[config.mk]
export PLATFORM = sky130hd
export DESIGN_NAME = chipBusTop
export DESIGN_NICKNAME = d
export VERILOG_FILES = /design/src/chipBusPkg.sv /design/src/cycleStatusIf.sv /design/src/regCycle.sv /design/src/chipRamCycle.sv /design/src/cycleTerm.sv /design/src/laneControl.sv /design/src/chipBusTop.sv
export SDC_FILE = /design/constraint.sdc
export NUM_CORES = 1
export LEC_CHECK = 0
export BUFFER_PORTS_ARGS = -buffer_cell sky130_fd_sc_hd__buf_2
export CAP_MARGIN = 30
export CORE_UTILIZATION = 40
export CTS_BUF_LIST = sky130_fd_sc_hd__clkbuf_8
export DETAILED_ROUTE_END_ITERATION = 7
export PLACE_DENSITY = 0.78
export SYNTH_ARGS = -nofsm -noshare
export SYNTH_HDL_FRONTEND = slang
export SYNTH_SLANG_ARGS = --single-unit
[constraint.sdc]
create_clock -name CLK80 -period 1.85 [get_ports CLK80]
set_clock_uncertainty 0.15 [all_clocks]
set_input_delay 0.37 -clock CLK80 [delete_from_list [all_inputs] [get_ports CLK80]]
set_output_delay 0.37 -clock CLK80 [all_outputs]
set_load 0.01 [all_outputs]
[src/chipBusPkg.sv]
// Chip bus bridge package holding bus widths, cycle state types and timing constants
package chipBusPkg;

    //////////////////////////////////////////////////
    // Bus widths
    //////////////////////////////////////////////////

    // Local bus address A[20:0]
    typedef logic [20:0] cpuAddr_t;
    // Multiplexed chip RAM address CMA
    typedef logic [10:0] dramAddr_t;
    // Agnus DRAM address DRA
    typedef logic [9:0]  dmaAddr_t;
    // 68040 SIZ code
    typedef logic [1:0]  xferSize_t;
    // Active low byte enables, upper lane in bit 3
    typedef logic [3:0]  laneMask_t;

    // SIZ encodings
    localparam xferSize_t SIZ_LONG = 2'd0;
    localparam xferSize_t SIZ_BYTE = 2'd1;
    localparam xferSize_t SIZ_WORD = 2'd2;
    localparam xferSize_t SIZ_LINE = 2'd3;

    //////////////////////////////////////////////////
    // Chipset phase and cycle states
    //////////////////////////////////////////////////

    // Phase as seen on {C1, C3}
    typedef enum logic [1:0] {
        PH_BOTH_LOW  = 2'b00,
        PH_C3_ONLY   = 2'b01,
        PH_C1_ONLY   = 2'b10,
        PH_BOTH_HIGH = 2'b11
    } chipPhase_t;

    // S2 slot, address strobe may start here
    localparam chipPhase_t ADDR_PHASE = PH_C1_ONLY;

    typedef enum logic [2:0] {REG_IDLE, REG_WAIT, REG_ADDR, REG_DATA, REG_END} regState_t;
    typedef enum logic [2:0] {RAM_IDLE, RAM_RAS, RAM_CAS, RAM_HOLD, RAM_END} ramState_t;

    // CLK80 cycles in RAS and CAS states
    localparam int RAS_CYCLES      = 2;
    localparam int CAS_CYCLES      = 2;
    // DBRn synchronizer depth
    localparam int DBR_SYNC_STAGES = 2;

    // Counter wide enough for the longer of the two
    localparam int RAM_CNT_W = $clog2(RAS_CYCLES > CAS_CYCLES ? RAS_CYCLES : CAS_CYCLES) + 1;
    typedef logic [RAM_CNT_W-1:0] ramCnt_t;

endpackage

[src/cycleStatusIf.sv]
// Cycle status bundle shared by the cycle engines, termination and lane logic
interface cycleStatusIf;

    // Register cycle owns the chipset bus
    logic regCycle;
    // CPU chip RAM cycle in progress
    logic cpuCycle;
    // Agnus owns chip RAM
    logic dmaCycle;
    // Data strobe window of a register cycle
    logic dsEn;
    // Termination requests, one cycle each
    logic regTack;
    logic cpuTack;

    // Register cycle engine
    modport regCyc (output regCycle, dsEn, regTack);
    // Chip RAM engine
    modport ram (output cpuCycle, dmaCycle, cpuTack);
    // TACKn generator
    modport term (input regTack, cpuTack);
    // Byte lanes and buffers
    modport lanes (input regCycle, cpuCycle, dmaCycle, dsEn);

endinterface

[src/regCycle.sv]
// Chipset register access engine, runs a 68000 style AS/DS cycle locked to C1/C3
module regCycle
    import chipBusPkg::*;
(
    input  logic CLK80,
    input  logic RESETn,
    input  logic C1,
    input  logic C3,
    input  logic TSn,
    input  logic REGSPACEn,
    input  logic dbrSync,
    output logic ASn,
    output logic REGENn,
    cycleStatusIf.regCyc status
);

    regState_t  state;
    regState_t  nextState;
    chipPhase_t phase;
    logic       regStart;

    assign phase = chipPhase_t'({C1, C3});

    // CPU transfer start into register space
    assign regStart = !TSn && !REGSPACEn;

    //////////////////////////////////////////////////
    // Cycle FSM
    //////////////////////////////////////////////////

    always_comb begin
        nextState = state;
        case (state)
            REG_IDLE: begin
                if (regStart) begin
                    nextState = REG_WAIT;
                end
            end
            // Hold off while Agnus has the bus, then wait for S2
            REG_WAIT: begin
                if (dbrSync && phase == ADDR_PHASE) begin
                    nextState = REG_ADDR;
                end
            end
            // One clock of address setup before the strobes
            REG_ADDR: nextState = REG_DATA;
            // Chipset latches data when C3 goes high
            REG_DATA: begin
                if (C3) begin
                    nextState = REG_END;
                end
            end
            REG_END:  nextState = REG_IDLE;
            default:  nextState = REG_IDLE;
        endcase
    end

    always_ff @(posedge CLK80) begin
        if (!RESETn) begin
            state <= REG_IDLE;
        end else begin
            state <= nextState;
        end
    end

    //////////////////////////////////////////////////
    // Outputs
    //////////////////////////////////////////////////

    // AS and register buffer enable share the same window
    assign ASn    = !(state inside {REG_ADDR, REG_DATA});
    assign REGENn = ASn;

    // Bus is held from address phase until termination
    assign status.regCycle = state inside {REG_ADDR, REG_DATA, REG_END};
    assign status.dsEn     = (state == REG_DATA);
    assign status.regTack  = (state == REG_END);

    // Strobe only starts if the bus was free on the deciding edge
    property pAsNeedsBus;
        @(posedge CLK80) disable iff (!RESETn)
        ($fell(ASn) || $fell(REGENn)) |-> $past(dbrSync);
    endproperty
    aAsNeedsBus: assert property (pAsNeedsBus);

    // Single clock termination request
    property pRegTackOnce;
        @(posedge CLK80) disable iff (!RESETn)
        status.regTack |=> !status.regTack;
    endproperty
    aRegTackOnce: assert property (pRegTackOnce);

endmodule

[src/chipRamCycle.sv]
// Chip RAM engine, CPU row/column DRAM cycles and Agnus DMA pass-through
module chipRamCycle
    import chipBusPkg::*;
(
    input  logic      CLK80,
    input  logic      RESETn,
    input  logic      TSn,
    input  logic      RAMSPACEn,
    input  logic      RnW,
    input  logic      AWEn,
    input  logic      RAS0n,
    input  logic      RAS1n,
    input  logic      CASLn,
    input  logic      CASUn,
    input  logic      dbrSync,
    input  cpuAddr_t  A,
    input  dmaAddr_t  DRA,
    output dramAddr_t CMA,
    output logic      BANK1,
    output logic      BANK0,
    output logic      CRCSn,
    output logic      RASn,
    output logic      CASn,
    output logic      WEn,
    output logic      DBENn,
    output logic      DBDIR,
    cycleStatusIf.ram status
);

    ramState_t state;
    ramState_t nextState;
    ramCnt_t   cnt;
    logic      ramStart;
    logic      reqPend;
    logic      cntDone;
    logic      rasAct;
    logic      casAct;
    logic      dmaCycle;
    dramAddr_t rowAddr;
    dramAddr_t colAddr;

    assign ramStart = !TSn && !RAMSPACEn;

    // Row from upper address, column from longword index
    assign rowAddr = A[20:10];
    assign colAddr = dramAddr_t'(A[9:2]);

    assign cntDone = (state == RAM_RAS) ? (cnt == ramCnt_t'(RAS_CYCLES - 1))
                                        : (cnt == ramCnt_t'(CAS_CYCLES - 1));

    //////////////////////////////////////////////////
    // CPU DRAM sequence
    //////////////////////////////////////////////////

    always_comb begin
        nextState = state;
        case (state)
            // Agnus has priority, a request waits in reqPend
            RAM_IDLE: begin
                if ((ramStart || reqPend) && dbrSync) begin
                    nextState = RAM_RAS;
                end
            end
            RAM_RAS:  if (cntDone) nextState = RAM_CAS;
            RAM_CAS:  if (cntDone) nextState = RAM_HOLD;
            RAM_HOLD: nextState = RAM_END;
            RAM_END:  nextState = RAM_IDLE;
            default:  nextState = RAM_IDLE;
        endcase
    end

    always_ff @(posedge CLK80) begin
        if (!RESETn) begin
            state   <= RAM_IDLE;
            cnt     <= '0;
            reqPend <= 1'b0;
        end else begin
            state <= nextState;
            // Counts clocks inside RAS and CAS only
            if (state != nextState || !(state inside {RAM_RAS, RAM_CAS})) begin
                cnt <= '0;
            end else begin
                cnt <= cnt + 1'b1;
            end
            // Remember a start that arrived during DMA
            if (state == RAM_IDLE && nextState == RAM_RAS) begin
                reqPend <= 1'b0;
            end else if (ramStart) begin
                reqPend <= 1'b1;
            end
        end
    end

    // RAS held through CAS and hold
    assign rasAct = state inside {RAM_RAS, RAM_CAS, RAM_HOLD};
    assign casAct = state inside {RAM_CAS, RAM_HOLD};

    // Agnus owns RAM only between CPU cycles
    assign dmaCycle = !dbrSync && (state == RAM_IDLE);

    assign status.cpuCycle = (state != RAM_IDLE);
    assign status.dmaCycle = dmaCycle;
    assign status.cpuTack  = (state == RAM_HOLD);

    //////////////////////////////////////////////////
    // DRAM pin mux
    //////////////////////////////////////////////////

    always_comb begin
        if (dmaCycle) begin
            // Agnus timing straight through
            RASn  = RAS0n & RAS1n;
            CASn  = CASLn & CASUn;
            WEn   = AWEn;
            CMA   = dramAddr_t'(DRA);
            BANK0 = !RAS0n;
            BANK1 = !RAS1n;
        end else begin
            RASn  = !rasAct;
            CASn  = !casAct;
            WEn   = casAct ? RnW : 1'b1;
            CMA   = casAct ? colAddr : rowAddr;
            // Bank select from A20
            BANK1 = A[20];
            BANK0 = !A[20];
        end
    end

    // CPU side buffers, idle during DMA
    assign CRCSn = !rasAct;
    assign DBENn = !casAct;
    assign DBDIR = casAct && RnW;

    property pOneOwner;
        @(posedge CLK80) disable iff (!RESETn)
        !(status.cpuCycle && status.dmaCycle);
    endproperty
    aOneOwner: assert property (pOneOwner);

    // Fixed latency when the bus is free
    property pRamLatency;
        @(posedge CLK80) disable iff (!RESETn)
        (ramStart && dbrSync && state == RAM_IDLE)
            |-> ##(RAS_CYCLES + CAS_CYCLES + 1) status.cpuTack;
    endproperty
    aRamLatency: assert property (pRamLatency);

endmodule

[src/cycleTerm.sv]
// Transfer termination, folds both engine requests into one TACKn pulse
module cycleTerm
    import chipBusPkg::*;
(
    input  logic CLK80,
    input  logic RESETn,
    output logic TACKn,
    cycleStatusIf.term status
);

    logic tackReq;
    logic reqSeen;

    assign tackReq = status.regTack || status.cpuTack;

    // Pulse on the first clock of a request only
    always_ff @(posedge CLK80) begin
        if (!RESETn) begin
            TACKn   <= 1'b1;
            reqSeen <= 1'b0;
        end else begin
            reqSeen <= tackReq;
            TACKn   <= !(tackReq && !reqSeen);
        end
    end

    property pTackSingle;
        @(posedge CLK80) disable iff (!RESETn)
        !TACKn |=> TACKn;
    endproperty
    aTackSingle: assert property (pTackSingle);

    // Register and RAM engines never finish together
    property pNoDoubleReq;
        @(posedge CLK80) disable iff (!RESETn)
        !(status.regTack && status.cpuTack);
    endproperty
    aNoDoubleReq: assert property (pNoDoubleReq);

endmodule

[src/laneControl.sv]
// Byte lane decode, chipset data strobes and data buffer control
module laneControl
    import chipBusPkg::*;
(
    input  logic       RESETn,
    input  logic       CLK80,
    input  logic       RnW,
    input  logic       AWEn,
    input  logic       CASLn,
    input  logic       CASUn,
    input  logic       DBENn,
    input  cpuAddr_t   A,
    input  xferSize_t  SIZ,
    output laneMask_t  laneEn,
    output logic       UDSn,
    output logic       LDSn,
    output logic       VBENn,
    output logic       DRDENn,
    output logic       DRDDIR,
    cycleStatusIf.lanes status
);

    laneMask_t cpuMask;
    logic      udsSel;
    logic      ldsSel;

    //////////////////////////////////////////////////
    // 68040 byte lanes
    //////////////////////////////////////////////////

    always_comb begin
        case (SIZ)
            // Single lane picked by A[1:0], lane 3 at offset 0
            SIZ_BYTE: cpuMask = ~(laneMask_t'(4'b1000) >> A[1:0]);
            // Upper or lower pair
            SIZ_WORD: cpuMask = A[1] ? laneMask_t'(4'b1100) : laneMask_t'(4'b0011);
            // Long and line, all four
            default:  cpuMask = '0;
        endcase
    end

    always_comb begin
        if (status.dmaCycle) begin
            // Agnus CAS per 16 bit half
            laneEn = {CASUn, CASUn, CASLn, CASLn};
        end else if (status.cpuCycle && !DBENn) begin
            laneEn = cpuMask;
        end else begin
            laneEn = '1;
        end
    end

    //////////////////////////////////////////////////
    // Register cycle strobes
    //////////////////////////////////////////////////

    // 16 bit chipset, even byte on UDS
    assign udsSel = (SIZ == SIZ_BYTE) ? !A[0] : 1'b1;
    assign ldsSel = (SIZ == SIZ_BYTE) ? A[0] : 1'b1;

    always_ff @(posedge CLK80) begin
        if (!RESETn) begin
            UDSn <= 1'b1;
            LDSn <= 1'b1;
        end else begin
            UDSn <= !(status.regCycle && status.dsEn && udsSel);
            LDSn <= !(status.regCycle && status.dsEn && ldsSel);
        end
    end

    // Buffer enables
    assign VBENn  = !status.regCycle;
    assign DRDENn = !status.dmaCycle;
    // Agnus write drives RAM, direction preset from RnW otherwise
    assign DRDDIR = status.dmaCycle ? !AWEn : (status.regCycle && RnW);

endmodule

[src/chipBusTop.sv]
// Chip bus bridge top level with the DBRn synchronizer and block interconnect
module chipBusTop
    import chipBusPkg::*;
(
    input  logic      CLK80,
    input  logic      RESETn,
    input  logic      C1,
    input  logic      C3,
    input  logic      RnW,
    input  logic      TSn,
    input  logic      DBRn,
    input  logic      REGSPACEn,
    input  logic      RAMSPACEn,
    input  logic      AWEn,
    input  logic      RAS0n,
    input  logic      RAS1n,
    input  logic      CASLn,
    input  logic      CASUn,
    input  xferSize_t SIZ,
    input  cpuAddr_t  A,
    input  dmaAddr_t  DRA,
    output logic      LDSn,
    output logic      UDSn,
    output logic      ASn,
    output logic      REGENn,
    output logic      DBDIR,
    output logic      VBENn,
    output logic      DRDENn,
    output logic      DRDDIR,
    output logic      CRCSn,
    output logic      BANK1,
    output logic      BANK0,
    output logic      RASn,
    output logic      CASn,
    output logic      WEn,
    output logic      DBENn,
    output dramAddr_t CMA,
    output logic      CUUBEn,
    output logic      CUMBEn,
    output logic      CLMBEn,
    output logic      CLLBEn,
    output logic      TACKn
);

    //////////////////////////////////////////////////
    // DBRn synchronizer
    //////////////////////////////////////////////////

    logic [DBR_SYNC_STAGES-1:0] dbrPipe;
    logic                       dbrSync;
    laneMask_t                  laneEn;

    // Idles high, Agnus not requesting
    always_ff @(posedge CLK80) begin
        if (!RESETn) begin
            dbrPipe <= '1;
        end else begin
            dbrPipe <= {dbrPipe[DBR_SYNC_STAGES-2:0], DBRn};
        end
    end

    assign dbrSync = dbrPipe[DBR_SYNC_STAGES-1];

    //////////////////////////////////////////////////
    // Cycle engines and lanes
    //////////////////////////////////////////////////

    cycleStatusIf cycStat ();

    regCycle uRegCycle (
        .CLK80(CLK80), .RESETn(RESETn), .C1(C1), .C3(C3), .TSn(TSn),
        .REGSPACEn(REGSPACEn), .dbrSync(dbrSync), .ASn(ASn), .REGENn(REGENn),
        .status(cycStat.regCyc)
    );

    chipRamCycle uChipRamCycle (
        .CLK80(CLK80), .RESETn(RESETn), .TSn(TSn), .RAMSPACEn(RAMSPACEn),
        .RnW(RnW), .AWEn(AWEn), .RAS0n(RAS0n), .RAS1n(RAS1n), .CASLn(CASLn),
        .CASUn(CASUn), .dbrSync(dbrSync), .A(A), .DRA(DRA), .CMA(CMA),
        .BANK1(BANK1), .BANK0(BANK0), .CRCSn(CRCSn), .RASn(RASn), .CASn(CASn),
        .WEn(WEn), .DBENn(DBENn), .DBDIR(DBDIR), .status(cycStat.ram)
    );

    cycleTerm uCycleTerm (
        .CLK80(CLK80), .RESETn(RESETn), .TACKn(TACKn), .status(cycStat.term)
    );

    laneControl uLaneControl (
        .RESETn(RESETn), .CLK80(CLK80), .RnW(RnW), .AWEn(AWEn), .CASLn(CASLn),
        .CASUn(CASUn), .DBENn(DBENn), .A(A), .SIZ(SIZ), .laneEn(laneEn),
        .UDSn(UDSn), .LDSn(LDSn), .VBENn(VBENn), .DRDENn(DRDENn), .DRDDIR(DRDDIR),
        .status(cycStat.lanes)
    );

    // Upper lane first
    assign CUUBEn = laneEn[3];
    assign CUMBEn = laneEn[2];
    assign CLMBEn = laneEn[1];
    assign CLLBEn = laneEn[0];

endmodule

# ---- After elaboration in Yosys (flattened, before gate mapping)
# Cells that the tools add are included.
dict set report totals {
  register_bits 15
  latchBits 0
  ramBits 0
  romBits 0
  inputBits 47
  out_inout_bits 31
  word_cells 100
  mem_count 0
}
dict set report classes {
  n_addsub 1
  n_mul 0
  n_div 0
  n_lt_le_gt_ge 0
  n_eq_ne 16
  shift 1
  mux 23
  bitwise_logic 4
  reduce_logical 46
}
# op count
set op_table {}
lappend op_table {{$pmux W3 S4} 2}
lappend op_table {{$mux W11} 2}
lappend op_table {{$logic_not A1 Y1} 19}
lappend op_table {{$mux W3} 6}
lappend op_table {{$logic_and A1 B1 Y1} 13}
lappend op_table {{$eq A3 B2 Y1 const B} 4}
lappend op_table {{$mux W4} 3}
lappend op_table {{$eq A3 B1 Y1 const B} 3}
lappend op_table {{$mux W1} 9}
lappend op_table {{$reduce_bool A3 Y1} 3}
lappend op_table {{$pmux W4 S2} 1}
lappend op_table {{$logic_not A3 Y1} 2}
lappend op_table {{$reduce_bool A2 Y1} 3}
lappend op_table {{$eq A2 B1 Y1 const B} 2}
lappend op_table {{$eq A2 B2 Y1 const B} 2}
lappend op_table {{$ne A2 B1 Y1 const B} 2}
lappend op_table {{$not A4 Y4} 1}
lappend op_table {{$reduce_or A2 Y1} 2}
lappend op_table {{$shr A4 B2 Y4 const A} 1}
lappend op_table {{$eq A3 B3 Y1 const B} 1}
lappend op_table {{$logic_or A1 B1 Y1} 3}
lappend op_table {{$ne A3 B3 Y1} 1}
lappend op_table {{$reduce_and A3 Y1} 1}
lappend op_table {{$add A2 B1 Y2 const B} 1}
lappend op_table {{other kinds (3)} 4}

# ---- Longest topological paths before layout
# Gate-level depths: netlist (run 1).
dict set report logic_depth {
  word_depth 9
  mapped_depth 6
  ltp_nobuf 5
}

# ---- By module
# A second synthesis (run 1) with hierarchy kept.
dict set report unflattened {
  hier_cells 145
  hier_area_um2 1071.0
}
# module n_inst cells_each area_per_inst_um2 seq_area_each_um2
set by_module_without_submodules {}
lappend by_module_without_submodules {chipRamCycle 1 85 563.0 120.1}
lappend by_module_without_submodules {laneControl 1 31 241.5 40.0}
lappend by_module_without_submodules {regCycle 1 21 160.2 60.1}
lappend by_module_without_submodules {cycleTerm 1 4 53.8 40.0}
lappend by_module_without_submodules {chipBusTop 1 4 52.6 40.0}

# ---- Least setup slack after synthesis (run 1)
# No wires, ideal clock.
dict set report synth_timing {
  path_type {reg2out}
  start {register uChipRamCycle.state[0]}
  end {output DRDDIR}
  t_arrival_ns 1.283
  t_required_ns 1.330
  slack_ns 0.047
  path_stages_with_launch 6
  n_path_buf 2
  path_cell_list {dfxtp_1 buf_2 nor4_4 inv_2 buf_6 o22ai_1}
}
dict set report synth_between {
  elab_chain_len 3
}
# item line
set synth_lines {}
lappend synth_lines {{from (decl)} chipRamCycle.sv:30} ;# ramState_t state;
lappend synth_lines {{from (signal assigned)} chipRamCycle.sv:78} ;# state <= nextState;
lappend synth_lines {{$logic_not A3 Y1} chipRamCycle.sv:99} ;# assign dmaCycle = !dbrSync && (state == RAM_IDLE);
lappend synth_lines {{$logic_and A1 B1 Y1} chipRamCycle.sv:99}
lappend synth_lines {{$mux W1} laneControl.sv:75} ;# assign DRDDIR = status.dmaCycle ? !AWEn : (status.regCycle && RnW);
lappend synth_lines {{to (decl)} chipBusTop.sv:29} ;# output logic DRDDIR,
# Every way passes these cells.

# ---- Final worst setup path (run 1)
dict set report layout_timing {
  start {register uChipRamCycle.state[2]}
  end {output CLMBEn}
}
dict set report layout_between {
  elab_chain_len 5
  word_cells_on_any_way 9
  classes_between {eq/ne (2); mux (2); reduce/logical (5)}
}
# item line
set layout_lines {}
lappend layout_lines {{$eq A3 B2 Y1} chipRamCycle.sv:96} ;# assign casAct = state inside {RAM_CAS, RAM_HOLD};
lappend layout_lines {{$reduce_bool A2 Y1} chipRamCycle.sv:96}
lappend layout_lines {{$logic_and A1 B1 Y1} laneControl.sv:46} ;# end else if (status.cpuCycle && !DBENn) begin
lappend layout_lines {{$mux W4} laneControl.sv:46}
lappend layout_lines {{$mux W4 *} laneControl.sv:43} ;# if (status.dmaCycle) begin
lappend layout_lines {{to (decl)} chipBusTop.sv:40} ;# output logic CLMBEn,
# Mark *: on every way between the ends. The rest lies on a longest branch, timed or not.

==> impl_metrics.ini, run 1 <==
[setup_path]
worstSetupStartpointType = flop
crit_path_cell_trace = nor4_4 > inv_2 > buf_6 > o22a_1 > buf_2
cp_max_stage_cell = sky130_fd_sc_hd__dfxtp_2
reg2reg_slack_ps = 250
cp_data_arrival_time_ps = 1440
crit_buf_inv = 3
endpoint_kind = output port
r2r_cells = 5
worst_path_max_stage_delay_ps = 340
worst_r2r_startpoint = uChipRamCycle.state[2]$_SDFF_PN0_
worstReg2RegEnd = uCycleTerm.TACKn$_SDFF_PN1_
path_max_fanout = 8
worst-endpoint-required_ps = 1330
kind_of_cell_adding_the_most_delay_to_the_critical_path = buffers and inverters
timing.setup.critical_path_class = reg -> out

[global_route]
antenna_found_initial = 0
grt_max_degree = 20
first_global_vias = 1038
gr-usage-all-layers_pct = 20.3
grt_remaining_overflow = 0
grt_first_pass_wirelength_um = 4100

[route]
viasPerCell = 5.05
detailedRoute.firstPassIterationCount = 4
route.detailed.wl_per_inst_um = 11.4
drt-total-wl_um = 2770
antenna_left = 0
first_iter_violations = 19
post-route-drc-count = 0
via_count = 1227

[timing]
timing.final.max_slew_violations = 0
min_period_ps = 1960
hold_ws_ps = 156
final-hold-violation-count = 0
worstMarginPinSlew_ps = 305
min_period_over_period_pct = 106
timing.max_slew.rel_slack_pct = 79.6
setup_tns_ps = -1620
grt_setup_unrepaired = yes
setup_violating_endpoint_count_in_the_final_report = 18
clock.fmax_ghz = 0.509
timing.final.ws_setup_ps = -114

[clock_tree]
number_of_clock_sinks = 15
max-clock-path-buffers = 2
clkSlewWorstSetupHoldPaths_ps = 60
cts_root_buf = sky130_fd_sc_hd__clkbuf_8
hold_buffer_count_at_cts = 0
htree_depth = 1
clock_tree_from_tritoncts = built
total_clock_buffers_created_by_cts = 3
clock_latency_ps = 240

[worst_hold_path]
worstHoldStart = DBRn
hold_path_end = dbrPipe[0]$_SDFF_PN1_
worstHoldPathCells = 2
worst_hold_class = in -> reg

[die]
core_region_area_um2 = 2280
die_w_um = 51.6
die_area_um2 = 2660
placement_rows = 17
i_o_pins = 78
floorplan.initialDensity_pct = 43.3
die_height_um = 51.6

[power]
pwr_density_cell_nw_per_um2 = 546
vdd_drop_max_uv = 579
power_switching_share_pct = 28.4
power_switching_uw = 244
power.share.combinational_pct = 31.0
seq_power_share_pct = 39.9
power.clock.fraction_pct = 29.0
power.internal_uw = 617
power.leakage_uw = 0.000763

[cells_and_area]
share_of_cells_above_drive_strength_1_pct = 48.8
final_cell_mix = sky130_fd_sc_hd__buf_2, sky130_fd_sc_hd__nand2_1, sky130_fd_sc_hd__dfxtp_1
layout.area.seq_um2 = 307
antenna_cells = 0
nets = 266
combined_area_of_the_multi_input_logic_cells_um2 = 676
post-route-cell-area_um2 = 1580
most_common_cell_after_layout_fill_and_taps_aside = sky130_fd_sc_hd__buf_2
fill_cells = 186
area.growth.synth_to_final_pct = 60.2

[synthesis]
yosys_warnings = 0
ys_types = 40
yosys_register_bits = 15
synth.net_count = 180
synth.cell_area_um2 = 985
synth_area_per_cell_um2 = 7.57
syn-instance-count = 130
yosysSeqAreaShare_pct = 30.5

[placement]
hpwlAfterDp_um = 2210
place_area_um2 = 1410
gp_congestion = 0.769
io_buffers = 77
post_place_worst_slack_ps = -106

[status]
run_status = finished, violations left
failed_checks = setup timing

[job]
maxCapViolations = 0
[cells in the mapped netlist, drive strengths merged]
library cell,number,area share (%)
or4b,1,1.0
o21a,1,0.76
nand3,2,1.0
nor4bb,1,1.0
dfxtp,15,30
or3b,1,0.89
a21o,1,0.76
o31a,1,0.89
a211oi,1,0.76
o21bai,3,2.3
or2,1,0.64
nor3b,1,0.76
a221oi,1,0.89
a22oi,1,0.76
nor4,3,3.4
nor2b,2,1.3
nand2b,7,4.4
nor4b,1,0.89
o22a,4,3.6
xnor2,1,0.89
o21ai,2,1.0
inv,6,2.3
and2,2,1.3
a31oi,9,5.7
a21oi,6,3.0
a21boi,3,2.3
and2b,1,0.76
o22ai,1,0.64
buf,6,4.8
nand2,28,11
nor2,11,4.2
ha,3,3.8
nand3b,1,0.76
and3,2,1.3
[worst reg2reg max path, delay by kind of cell (launching register included)]
family / cells / cell delay, ps
buf+inv: 2 / 290
compound gates: 1 / 90
flops: 1 / 340
simple gates: 2 / 610
[per-layer routing]
metal | up-vias | GRT usage [%] | routed length (µm)
li1 | 625 | - | -
met5 | - | 0 | 0
met4 | 0 | 11.3 | 36
met3 | 4 | 3.51 | 193
met2 | 54 | 39.0 | 1430
met1 | 544 | 20.2 | 1110
[power by group through the flow]
stage | logic (µW) | registers [µW] | clock network, µW
floorplan | 128 | 349 | 0
global placement | 231 | 351 | 0
detailed placement | 238 | 352 | 0
CTS | 262 | 344 | 257
global route | 291 | 346 | 276
finish | 267 | 344 | 250
[kinds of logic (layout without fill, tap and decap cells)]
group / Yosys count / in the layout / synth area share (%)
and+or+nand+nor: 65 / 65 / 34.3
AOI/OAI and AO/OA: 34 / 34 / 23.4
DFF: 15 / 15 / 30.5
buffers and inverters: 12 / 97 / 7.11
adders and majority gates: 3 / 3 / 3.81
xor gates and xnor gates: 1 / 1 / 0.890
[how the worst max path moves through the flow]
| stage | startpoint | end | slack (ps) | depth (start not counted) |
|---|---|---|---|---|
| 2_1_floorplan | uChipRamCycle.state[0]$_SDFF_PN0_ | DRDDIR | 50 | 5 |
| 3_3_place_gp | SIZ[0] | CUUBEn | -30 | 7 |
| 3_5_place_dp | SIZ[0] | CUUBEn | -110 | 7 |
| 4_1_cts | dbrPipe[1]$_SDFF_PN1_ | CLMBEn | -120 | 5 |
| 5_1_grt | uChipRamCycle.state[2]$_SDFF_PN0_ | CMA[7] | -200 | 5 |
| 6_report | uChipRamCycle.state[2]$_SDFF_PN0_ | CLMBEn | -110 | 5 |
[per-stage QoR]
stage	power [µW]	util (%)	cells
floorplan	477	-	130
global placement	582	62.0	236
detailed placement	591	62.0	236
finish	861	69.3	243
global route	912	69.3	243
CTS	863	68.3	242
[repair_timing]
item | in CTS | in global routing
setup buffers | 2 | 1
endpoints found under the hold margin | 0 | 0
setup endpoints to repair | 19 | 23
resized for setup | 20 | 5
pin swaps | 3 | 1
[flip-flops by register name, summed over array words and instances (netlist names)]
register and count:
dbrPipe 2, uChipRamCycle.cnt 2, uChipRamCycle.reqPend 1, uChipRamCycle.state 3
uCycleTerm.TACKn 1, uCycleTerm.reqSeen 1, uLaneControl.LDSn 1, uLaneControl.UDSn 1
uRegCycle.state 3
[layout make-up]
type                            instances  area share (%)
Clock inverter                          1           0.238
Timing Repair Buffer                   87            31.1
Sequential cell                        15            19.4
Multi-Input combinational cell        103            42.8
Tap cell                               28            2.22
Clock buffer                            3            2.62
Inverter                                6            1.59
Power figures use the tool's default switching activity.
==> run 2: changes to the inputs <==
Settings changed: CORE_MARGIN from default to 2, CORE_UTILIZATION 40 to 39, CTS_BUF_LIST sky130_fd_sc_hd__clkbuf_8 to sky130_fd_sc_hd__clkbuf_16, PLACE_DENSITY 0.78 to 0.77.
Clock period 1.85 ns to 1.9 ns, I/O delays scaled along.
==> run 2 against run 1 <==
  * The run still ends with setup timing left
  * Combinational power decreased by 10%
  * First-iteration DRC count stayed put
  * Setup slack better by 6.7 ps
  * Hold slack gained 11 ps
  * Count of clock-buffer cells in the layout unchanged
  * Design area decreased by 2.8%
  * Sequential cell count unchanged
  * Non-clock buffer count decreased by 2
  * Register-to-register slack better by 160 ps
==> impl_metrics.ini, run 2 (synthesized netlist as in run 1, its figures left out) <==
[clock_tree]
htree_depth = 1
total_clock_buffers_created_by_cts = 3
clock_tree_from_tritoncts = built
number_of_clock_sinks = 15
clkSlewWorstSetupHoldPaths_ps = 50
clock_latency_ps = 250
max-clock-path-buffers = 2
hold_buffer_count_at_cts = 0
cts_root_buf = sky130_fd_sc_hd__clkbuf_16

[global_route]
antenna_found_initial = 0
grt_max_degree = 16
first_global_vias = 987
grt_remaining_overflow = 0
gr-usage-all-layers_pct = 19.0
grt_first_pass_wirelength_um = 4100

[setup_path]
reg2reg_slack_ps = 410
worst_r2r_startpoint = uChipRamCycle.state[2]$_SDFF_PN0_
crit_path_cell_trace = nor4_4 > inv_2 > buf_12 > o22a_1 > buf_2
kind_of_cell_adding_the_most_delay_to_the_critical_path = buffers and inverters
worstSetupStartpointType = flop
worst_path_max_stage_delay_ps = 330
endpoint_kind = output port
cp-startpoint = uChipRamCycle.state[1]$_SDFF_PN0_
critPathCapture = CUMBEn
worst-endpoint-required_ps = 1370
timing.setup.critical_path_class = reg -> out
crit_buf_inv = 3
cp_max_stage_cell = sky130_fd_sc_hd__dfxtp_2
path_max_fanout = 9
cp_data_arrival_time_ps = 1480
r2r_cells = 4
worstReg2RegEnd = uChipRamCycle.state[0]$_SDFF_PN0_
timing.critical_path.depth = 5

[route]
drt-total-wl_um = 2830
route.detailed.wl_per_inst_um = 11.6
viasPerCell = 4.99
via_count = 1213
post-route-drc-count = 0
antenna_left = 0
detailedRoute.firstPassIterationCount = 4
first_iter_violations = 19

[cells_and_area]
final_util_pct = 63.1
antenna_cells = 0
reg_top3 = uChipRamCycle.state: 3 flops, uRegCycle.state: 3 flops
final_cell_mix = sky130_fd_sc_hd__buf_2, sky130_fd_sc_hd__nand2_1, sky130_fd_sc_hd__dfxtp_1
area.growth.synth_to_final_pct = 55.8
most_common_cell_after_layout_fill_and_taps_aside = sky130_fd_sc_hd__buf_2
nets = 264
share_of_cells_above_drive_strength_1_pct = 46.0

[power]
pwr_density_cell_nw_per_um2 = 642
power.leakage_uw = 0.000756
report.power.total_uw = 985
vdd_drop_max_uv = 574

[timing]
final-hold-violation-count = 0
grt_setup_unrepaired = yes
setup_tns_ps = -1100
setup_violating_endpoint_count_in_the_final_report = 17
timing.final.ws_setup_ps = -107
worstMarginPinSlew_ps = 288
timing.final.max_slew_violations = 0
timing.max_slew.rel_slack_pct = 80.6
min_period_over_period_pct = 106
min_period_ps = 2010
clock.fmax_ghz = 0.498

[job]
maxCapViolations = 0

[die]
core_region_area_um2 = 2430
die_w_um = 54.2
die_height_um = 54.2
i_o_pins = 78
placement_rows = 18
floorplan.initialDensity_pct = 40.5
die_area_um2 = 2940

[placement]
gp_congestion = 0.775
hpwlAfterDp_um = 2220
io_buffers = 77

[status]
run_status = finished, violations left
failed_checks = setup timing

[worst_hold_path]
worst_hold_class = in -> reg
worstHoldPathCells = 2
==> run 2: changes by cell type in the layout (fill, tap and decap cells not counted), moves of 2 or more <==
cell / delta
sky130_fd_sc_hd__clkbuf_16: +3
sky130_fd_sc_hd__a21boi_0: +2
sky130_fd_sc_hd__a31oi_4: -2
sky130_fd_sc_hd__buf_6: -2
sky130_fd_sc_hd__clkbuf_8: -3
sky130_fd_sc_hd__nor2_4: -2
==> run 2: stage by stage <==
stage	cells	setup slack [ps]	hold WS [ps]	cell area, µm²
2_1_floorplan	130	86.7	236	985
3_3_place_gp	238	-13.5	240	1410
3_5_place_dp	238	-24.6	256	1410
4_1_cts	243	-101	171	1510
5_1_grt	243	-220	174	1530
6_report	243	-107	167	1530
==> run 2: where the power goes <==
group | switching (µW) | internal [µW] | total (µW) | leakage [µW]
registers | 10.1 | 327 | 337 | 0.000123
clock network | 128 | 281 | 409 | 0.0000409
logic | 118 | 122 | 240 | 0.000592
==> run 2: worst min path at each step <==
stage	startpoint	to	slack (ps)
floorplan	dbrPipe[0]$_SDFF_PN1_	dbrPipe[1]$_SDFF_PN1_	240
global placement	dbrPipe[0]$_SDFF_PN1_	dbrPipe[1]$_SDFF_PN1_	240
detailed placement	dbrPipe[0]$_SDFF_PN1_	dbrPipe[1]$_SDFF_PN1_	260
CTS	DBRn	dbrPipe[0]$_SDFF_PN1_	170
global route	DBRn	dbrPipe[0]$_SDFF_PN1_	170
finish	DBRn	dbrPipe[0]$_SDFF_PN1_	170
==> run 2: area by class of cell <==
class                           instances  area [µm²]
Clock buffer                            3        75.1
Clock inverter                          1        5.00
Fill cell                             254         898
Inverter                                6        22.5
Multi-Input combinational cell        103         626
Sequential cell                        15         303
Tap cell                               30        37.5
Timing Repair Buffer                   85         465
==> run 2: routing by layer <==
metal / vias up / track usage (%) / wire length [µm]
li1: 621 / - / -
met3: 5 / 4.10 / 315
met5: - / 0 / 0
met2: 54 / 36.3 / 1380
met1: 533 / 19.9 / 1090
met4: 0 / 7.50 / 46
==> run 2: what timing repair did <==
item | 4_1_cts | 5_1_grt
gates resized for setup | 1 | 6
setup buffers | 1 | 0
endpoints found under the setup margin | 19 | 21
pin swaps | 0 | 1
gates cloned | 0 | 0
